## src/ahbApb_defines.svh

```systemverilog
// Bus widths, region decode field, RAM geometry, target regions and HTRANS codes
`ifndef AHBAPB_DEFINES_SVH
`define AHBAPB_DEFINES_SVH

// Bus widths
`define ADDR_W        32
`define DATA_W        32

// One select per 256 MB region
`define APB_SLOTS     16
`define REGION_MSB    31
`define REGION_LSB    28

// RAM target geometry
`define RAM_DEPTH     32
`define RAM_IDX_LSB   23  // Word index sits just below the region field

// Populated regions
`define REG_REGION    0
`define RAM_REGION    1
`define APB_TARGETS   2

// Accepted transfer types
`define HTRANS_NONSEQ 2'b10
`define HTRANS_SEQ    2'b11

`endif
```

## src/ahbApbPkg.sv

```systemverilog
// Vector typedefs, bridge state enum and the AHB and APB request structs
`include "ahbApb_defines.svh"

package ahbApbPkg;

  typedef logic [`ADDR_W-1:0]                addrT;
  typedef logic [`DATA_W-1:0]                dataT;
  typedef logic [`APB_SLOTS-1:0]             pselT;    // One-hot peripheral selects
  typedef logic [`REGION_MSB-`REGION_LSB:0]  regionT;
  typedef logic [1:0]                        htransT;

  // Transfer sequence of the bridge
  typedef enum logic [2:0] {
    IDLE    = 3'b000,
    READ    = 3'b001,  // Read setup
    READOK  = 3'b101,  // Read enable
    WWRITE  = 3'b010,  // Wait for write data
    WRITE   = 3'b011,  // Write setup
    WRITEOK = 3'b110   // Write enable
  } bridgeStateT;

  // AHB address phase
  typedef struct packed {
    addrT   haddr;
    htransT htrans;
    logic   hwrite;
    logic   hsel;
  } ahbReqT;

  // APB request as seen by every target
  typedef struct packed {
    pselT   psel;
    addrT   paddr;
    logic   pwrite;
    logic   penable;
    dataT   pwdata;
  } apbReqT;

endpackage

```

## src/ahbApbSystem.sv

```systemverilog
// Top level with the AHB-to-APB bridge, register target and RAM target
`include "ahbApb_defines.svh"

module ahbApbSystem (
  input  logic              c,
  input  logic              HRESET,
  input  ahbApbPkg::ahbReqT ahbReq,
  input  ahbApbPkg::dataT   HWDATA,
  input  logic              HREADYIN,
  output ahbApbPkg::dataT   HRDATA,
  output logic              HREADYOUT,
  output ahbApbPkg::apbReqT apbReq
);
  import ahbApbPkg::*;

  // Read data of the populated slots
  dataT prdata [0:`APB_TARGETS-1];

  ahbApbBridge bridge (
    .c,
    .HRESET,
    .ahbReq,
    .HWDATA,
    .HREADYIN,
    .prdata,
    .HRDATA,
    .HREADYOUT,
    .apbReq
  );

  apbTargetRegister regTarget (
    .c,
    .HRESET,
    .apbReq,
    .prdata (prdata[`REG_REGION])
  );

  apbTargetRam ramTarget (
    .c,
    .apbReq,
    .prdata (prdata[`RAM_REGION])
  );

endmodule

```

## src/ahbApbBridge.sv

```systemverilog
// AHB-to-APB bridge with address capture, APB outputs and read data return
`include "ahbApb_defines.svh"

module ahbApbBridge (
  input  logic              c,
  input  logic              HRESET,
  input  ahbApbPkg::ahbReqT ahbReq,
  input  ahbApbPkg::dataT   HWDATA,
  input  logic              HREADYIN,
  input  ahbApbPkg::dataT   prdata [0:`APB_TARGETS-1],
  output ahbApbPkg::dataT   HRDATA,
  output logic              HREADYOUT,
  output ahbApbPkg::apbReqT apbReq
);
  import ahbApbPkg::*;

  logic        accept;
  logic        setup;
  logic        hwriteQ;
  logic        pwrite;
  logic        penable;
  addrT        haddrQ;
  addrT        setupAddr;
  addrT        paddrQ;
  dataT        pwdataQ;
  dataT        rdSel;
  pselT        psel;
  bridgeStateT nextState;

  // Valid transfer request
  assign accept = ahbReq.hsel && HREADYIN &&
                  ((ahbReq.htrans == `HTRANS_NONSEQ) || (ahbReq.htrans == `HTRANS_SEQ));

  // Address phase capture
  always_ff @(posedge c)
  begin
    if (ahbReq.hsel && HREADYIN)
    begin
      haddrQ  <= ahbReq.haddr;
      hwriteQ <= ahbReq.hwrite;
    end
  end

  // Reads go straight to setup on the live address
  assign setupAddr = (nextState == READ) ? ahbReq.haddr : haddrQ;

  apbBridgeFsm fsm (
    .c,
    .HRESET,
    .accept,
    .hwrite    (ahbReq.hwrite),
    .nextState,
    .setup,
    .pwrite,
    .penable,
    .HREADYOUT
  );

  apbSlaveDecode decode (
    .c,
    .HRESET,
    .addr      (setupAddr),
    .nextState,
    .psel
  );

  always_ff @(posedge c)
  begin
    if (setup)
      paddrQ <= setupAddr;
    if (nextState == WRITEOK)
      pwdataQ <= HWDATA;   // HWDATA valid by the end of the wait cycle
  end

  // Read data of the selected slot, zero for empty regions
  always_comb
  begin
    rdSel = '0;
    for (int i = 0; i < `APB_TARGETS; i++)
    begin
      if (psel[i])
        rdSel = prdata[i];
    end
  end

  always_ff @(posedge c)
  begin
    if (nextState == READOK)
      HRDATA <= rdSel;
  end

  assign apbReq = '{psel: psel, paddr: paddrQ, pwrite: pwrite,
                    penable: penable, pwdata: pwdataQ};

  // AHB stalls for the whole setup phase
  setupStalls: assert property (
    @(posedge c) disable iff (!HRESET)
    ((|psel) && !penable) |-> !HREADYOUT
  );

  // Direction on APB matches the accepted transfer
  pwriteMatches: assert property (
    @(posedge c) disable iff (!HRESET)
    (|psel) |-> (pwrite == hwriteQ)
  );

endmodule

```

## src/apbTargetRam.sv

```systemverilog
// 32-word APB RAM target with combinational read
`include "ahbApb_defines.svh"

module apbTargetRam (
  input  logic              c,
  input  ahbApbPkg::apbReqT apbReq,
  output ahbApbPkg::dataT   prdata
);
  import ahbApbPkg::*;

  localparam int IDX_W = $clog2(`RAM_DEPTH);

  dataT             mem [0:`RAM_DEPTH-1];
  logic [IDX_W-1:0] idx;
  logic             wrEn;

  // Word index from the address bits under the region field
  assign idx  = apbReq.paddr[`RAM_IDX_LSB +: IDX_W];
  assign wrEn = apbReq.psel[`RAM_REGION] && apbReq.penable && apbReq.pwrite;

  always_ff @(posedge c)
  begin
    if (wrEn)
      mem[idx] <= apbReq.pwdata;
  end

  assign prdata = mem[idx];

endmodule

```

## src/apbTargetRegister.sv

```systemverilog
// Single 32-bit APB register target
`include "ahbApb_defines.svh"

module apbTargetRegister (
  input  logic              c,
  input  logic              HRESET,
  input  ahbApbPkg::apbReqT apbReq,
  output ahbApbPkg::dataT   prdata
);
  import ahbApbPkg::*;

  dataT content;
  logic wrEn;

  // Write on the enable edge of a selected access
  assign wrEn = apbReq.psel[`REG_REGION] && apbReq.penable && apbReq.pwrite;

  always_ff @(posedge c)
  begin
    if (!HRESET)
      content <= '0;
    else if (wrEn)
      content <= apbReq.pwdata;
  end

  assign prdata = content;  // Zero-cycle read

endmodule

```

## src/apbSlaveDecode.sv

```systemverilog
// Region decode of the APB address into registered one-hot peripheral selects
`include "ahbApb_defines.svh"

module apbSlaveDecode (
  input  logic                   c,
  input  logic                   HRESET,
  input  ahbApbPkg::addrT        addr,
  input  ahbApbPkg::bridgeStateT nextState,
  output ahbApbPkg::pselT        psel
);
  import ahbApbPkg::*;

  regionT region;
  pselT   pselDec;

  assign region  = addr[`REGION_MSB:`REGION_LSB];
  assign pselDec = pselT'(1) << region;  // One bit per region

  // Load on setup, drop when no access follows, hold through enable
  always_ff @(posedge c)
  begin
    if (!HRESET)
      psel <= '0;
    else if ((nextState == READ) || (nextState == WRITE))
      psel <= pselDec;
    else if ((nextState == IDLE) || (nextState == WWRITE))
      psel <= '0;
  end

  // At most one target selected
  pselOneHot: assert property (
    @(posedge c) disable iff (!HRESET)
    $onehot0(psel)
  );

endmodule

```

## src/apbBridgeFsm.sv

```systemverilog
// Bridge FSM with setup flag and registered PWRITE, PENABLE and HREADYOUT
module apbBridgeFsm (
  input  logic                   c,
  input  logic                   HRESET,
  input  logic                   accept,
  input  logic                   hwrite,
  output ahbApbPkg::bridgeStateT nextState,
  output logic                   setup,
  output logic                   pwrite,
  output logic                   penable,
  output logic                   HREADYOUT
);
  import ahbApbPkg::*;

  bridgeStateT state;

  // Next state from current state and acceptance
  always_comb
  begin
    nextState = IDLE;
    case (state)
      IDLE, READOK, WRITEOK:
      begin
        // Enable cycles are also open for a new transfer
        if (accept)
          nextState = hwrite ? WWRITE : READ;
        else
          nextState = IDLE;
      end
      READ:
        nextState = READOK;
      WWRITE:
        nextState = WRITE;   // Write data arrives one cycle late
      WRITE:
        nextState = WRITEOK;
      default:
        nextState = IDLE;
    endcase
  end

  // Setup states load address and selects
  assign setup = (nextState == READ) || (nextState == WRITE);

  always_ff @(posedge c)
  begin
    if (!HRESET)
    begin
      state     <= IDLE;
      pwrite    <= 1'b0;
      penable   <= 1'b0;
      HREADYOUT <= 1'b1;
    end
    else
    begin
      state     <= nextState;
      pwrite    <= (nextState == WRITE) || (nextState == WRITEOK);
      penable   <= (nextState == READOK) || (nextState == WRITEOK);
      // Ready again once the access reaches its enable phase
      HREADYOUT <= (nextState == IDLE) || (nextState == READOK) ||
                   (nextState == WRITEOK);
    end
  end

  // Enable phase always directly follows a setup phase
  penableAfterSetup: assert property (
    @(posedge c) disable iff (!HRESET)
    penable |-> $past((state == READ) || (state == WRITE))
  );

endmodule

```

## config.mk

```make
export PLATFORM = sky130hd
export DESIGN_NAME = ahbApbSystem
export DESIGN_NICKNAME = d
export VERILOG_FILES = /design/src/ahbApbPkg.sv /design/src/ahbApbSystem.sv /design/src/ahbApbBridge.sv /design/src/apbTargetRam.sv /design/src/apbTargetRegister.sv /design/src/apbSlaveDecode.sv /design/src/apbBridgeFsm.sv
export VERILOG_INCLUDE_DIRS = /design/src /design/src/src
export SDC_FILE = /design/constraint.sdc
export NUM_CORES = 1
export LEC_CHECK = 0
export ABC_CLOCK_PERIOD_IN_PS = 3150
export BUFFER_PORTS_ARGS = -buffer_cell sky130_fd_sc_hd__buf_2
export CORE_AREA = 5 5 263 522
export CTS_BUF_LIST = sky130_fd_sc_hd__clkbuf_4
export DETAILED_ROUTE_END_ITERATION = 8
export DIE_AREA = 0 0 268 527
export SYNTH_ARGS = -nofsm -noshare
export SYNTH_HDL_FRONTEND = slang
export SYNTH_SLANG_ARGS = --single-unit
```

## constraint.sdc

```tcl
create_clock -name c -period 3.15 [get_ports c]
set_input_delay 0.315 -clock c [delete_from_list [all_inputs] [get_ports c]]
set_output_delay 0.315 -clock c [all_outputs]
set_load 0.02 [all_outputs]
```

==> results.sh <==
export IMPL_worst_pin_slew_ns=1.35
export IMPL_worstRegToRegCells=5
export IMPL_fin_tns_setup_ns=0
export IMPL_routedWlPerCell_um=25.9
export IMPL_end_kind="primary output"
export IMPL_yosysSeqAreaShare_pct=77.5
export IMPL_final_nets=2883
export IMPL_cts_sinks=1211
export IMPL_cp_data_arrival_time_ns=2.61
export IMPL_seqCellArea_um2=35800
export IMPL_ctsResizeCount=0
export IMPL_drive_gt1_share_pct=37.8
export IMPL_numCtsBuffers=270
export IMPL_maxSlewHeadroom_pct=9.74
export IMPL_port_buffers=184
export IMPL_finalCritPeriodShare_pct=93.0
export IMPL_place_area_um2=50100
export IMPL_cts_tree="yes"
export IMPL_synth_seq_cells=1211
export IMPL_crit_buf_inv=1
export IMPL_drtIter0Drc=1825
export IMPL_switching_power_uw=6950
export IMPL_ys_top_cells_by_area="edfxtp_1 (75%), mux4_2 (9.4%), mux2_2 (3.8%)"
export IMPL_place_gp_congestion=0.764
export IMPL_post_place_ws_ns=0.594
export IMPL_clkTransAtPathRegs_ns=0.07
export IMPL_r2r_setup_slack_ns=0.55
export IMPL_grt_overflow_total=0
export IMPL_ios=186
export IMPL_antenna_found_initial=5
export IMPL_sequentialPowerShare_pct=55.1
export IMPL_reg2reg_to="bridge.HRDATA[16]"
export IMPL_hold_viol=0
export IMPL_stdcell_area_um2=55000
export IMPL_htree_levels=5
export IMPL_p_sw_share_pct=21.8
export IMPL_synth_area_um2=46100
export IMPL_cts_root_buf="clkbuf_4"
export IMPL_maxCapViolCount=0
export IMPL_report_final_slew_viol_count=0
export IMPL_crit_slowest_cell="edfxtp_1"
export IMPL_cp_top_family="flip-flops"
export IMPL_filler_cell_count=11700
export IMPL_min_from="ahbReq[5]"
export IMPL_routed_via_density=5.18
export IMPL_ir_worst_vdd_v=0.000508
export IMPL_holdPathEnd="bridge.paddrQ[1]"
export IMPL_coreArea_um2=132000
export IMPL_pwr_share_comb_pct=5.1
export IMPL_antenna_left=0
export IMPL_post_route_drc_count=0
export IMPL_syn_area_per_cell_um2=20.7
export IMPL_crit_path_start_kind="flop"
export IMPL_dp_hpwl_um=71100
export IMPL_first_pass_iters=6
export IMPL_syn_num_nets=2300
export IMPL_vias=24500
export IMPL_fp_dieW_um=268
export IMPL_p_per_area_nw_per_um2=578
export IMPL_total_leakage_power_uw=0.0179
export IMPL_critPathMaxFanout=34
export IMPL_grt_pass1_vias=26700
export IMPL_synth_top_area_cell="edfxtp_1"
export IMPL_slowest_delay_ns=1.18
export IMPL_clk_latency_ns=1.07
export IMPL_status="completed"
export IMPL_rsz0062_at_grt="false"
export IMPL_yosys_area_top_type_share_pct=75.0
export IMPL_finClkSkew_ns=0.0984
export IMPL_grt_pass1_wl_um=177000
export IMPL_hold_path_class="in -> reg"
export IMPL_grt_max_degree=71
export IMPL_cp_startpoint="bridge.pwdataQ[15]"
export IMPL_crit_required_ns=2.83
export IMPL_track_usage_pct=17.1
export IMPL_crit_path_cell_trace="buf_2"
export IMPL_clkPwrFrac_pct=39.7
export IMPL_syn_to_final_growth_pct=19.2
export IMPL_multi_input_area_um2=9880
export IMPL_min_path_cells=3
export IMPL_routed_wl_um=123000
export IMPL_period_minus_slack_ns=2.93
export IMPL_postSynthCellCount=2229
export IMPL_fmax_mhz=342
export IMPL_synth_cell_types=51
export IMPL_yosysWarningCount=0
export IMPL_die_area_um2=141000
export IMPL_setup_slack_ns=0.222
export IMPL_setup_violations=0
export IMPL_hold_ws_ns=0.153
export IMPL_cell_internal_pwr_uw=24900
export IMPL_start_util_pct=34.8
export IMPL_crit_type="reg -> out"
export IMPL_rows=189
export IMPL_die_h_um=527
export IMPL_ctsLongestPathBuffers=4
==> registers in the layout, indices dropped and copies added (netlist names), named ones only <==
register              flops
bridge.fsm.penable        1
bridge.HRDATA            32
bridge.fsm.HREADYOUT      1
regTarget.prdata         32
bridge.fsm.state          3
bridge.fsm.pwrite         1
bridge.paddrQ            32
bridge.haddrQ            32
bridge.pwdataQ           32
bridge.decode.psel       16
ramTarget.mem          1024
==> through the flow <==
stage / util, % / std cells / power (µW)
after global routing: 41.5 / 4730 / 33200
after floorplan: - / 2229 / 18900
after global placement: 37.9 / 4125 / 19400
after detailed placement: 37.9 / 4125 / 19400
final: 41.5 / 4730 / 31800
after CTS: 41.5 / 4726 / 32300
==> how the worst max path moves through the flow <==
stage / to / slack [ns] / depth (start not counted)
2_1_floorplan: ramTarget.mem[28][0] / 0.22 / 4
3_3_place_gp: ramTarget.mem[3][8] / 0.61 / 3
3_5_place_dp: bridge.HRDATA[16] / 0.59 / 5
4_1_cts: apbReq[15] / 0.1 / 1
5_1_grt: apbReq[15] / 0.07 / 1
6_report: apbReq[15] / 0.22 / 1
==> cell usage after synthesis, drive strengths merged <==
master and n:
buf 62, nor3 1, o21a 1, o221ai 32
nand4b 2, or3 2, o2111ai 1, a21oi 3
a22oi 32, o41ai 3, mux2 163, and4bb 1
nand3b 7, and3 1, and4 1, o31ai 1
mux4 192, o211a 1, xor2 1, a22o 80
dfxtp 59, or4 1, or3b 3, o21ai 4
clkbuf 71, mux2i 36, o22ai 66, nand3 10
and3b 3, nor2 107, nor3b 4, inv 3
and2 2, nand2b 2, edfxtp 1152, or2 2
nand2 79, nor2b 4, a21boi 32, maj3 2
==> layout by cell type, fill, tap and decap left out, types with 5 or more instances in the layout <==
| cell type | Yosys | layout |
|---|---|---|
| a21boi_0 | 32 | 32 |
| a22o_1 | 79 | 79 |
| a22oi_1 | 32 | 32 |
| buf_12 | 0 | 35 |
| buf_2 | 17 | 184 |
| buf_4 | 10 | 91 |
| bufinv_16 | 0 | 11 |
| clkbuf_4 | 0 | 388 |
| clkinv_1 | 0 | 44 |
| clkinv_2 | 0 | 15 |
| dfxtp_1 | 59 | 56 |
| dlygate4sd3_1 | 0 | 134 |
| edfxtp_1 | 1152 | 1152 |
| inv_2 | 0 | 5 |
| mux2_2 | 157 | 157 |
| mux2i_1 | 36 | 36 |
| mux4_2 | 192 | 192 |
| nand2_1 | 79 | 79 |
| nand3_1 | 10 | 10 |
| nand3b_1 | 7 | 7 |
| nor2_1 | 107 | 73 |
| nor2_4 | 0 | 34 |
| o221ai_1 | 32 | 32 |
| o22ai_1 | 65 | 65 |
==> routing by layer <==
| layer | GRT usage (%) | vias up | share of wire [%] |
|---|---|---|---|
| met4 | 6.42 | 2 | 3.4 |
| met5 | 0 | - | 0.011 |
| met3 | 3.78 | 287 | 6.0 |
| li1 | - | 10500 | - |
| met1 | 18.5 | 12800 | 35 |
| met2 | 32.2 | 912 | 55 |
==> layout make-up <==
cell class | instances | share of cell area (%)
multi-input combinational | 882 | 18.0
tap | 1719 | 3.91
sequential | 1211 | 65.0
antenna | 4 | 0.0182
clock inverter | 79 | 1.13
timing repair buffer | 444 | 6.63
clock buffer | 388 | 5.29
inverter | 3 | 0.0205
==> logic make-up (layout without fill, tap and decap cells) <==
| kind of cell | after synthesis | count (layout) | share of synthesized area (%) |
|---|---|---|---|
| and+or+nand+nor | 232 | 232 | 2.24 |
| adders and majority gates | 2 | 2 | 0.0461 |
| other | 0 | 4 | 0 |
| AOI/OAI and AO/OA | 256 | 256 | 4.32 |
| muxes | 391 | 391 | 14.1 |
| buffers and inverters | 136 | 914 | 1.69 |
| xor gates and xnor gates | 1 | 1 | 0.0190 |
| DFF | 1211 | 1211 | 77.5 |
==> what timing repair did <==
item | 4_1_cts | 5_1_grt
hold buffers | 134 | 0
buffers inserted | 0 | 0
endpoints found under the setup margin | 0 | 0
hold endpoints to repair | 164 | 0
==> power groups by stage <==
stage | Sequential [µW] | Clock (µW) | Combinational (µW)
global placement | 17900 | 0 | 1490
global route | 17500 | 13900 | 1740
detailed placement | 17900 | 0 | 1520
floorplan | 17900 | 0 | 1030
CTS | 17500 | 13100 | 1640
finish | 17500 | 12600 | 1630
Power figures use the tool's default switching activity.
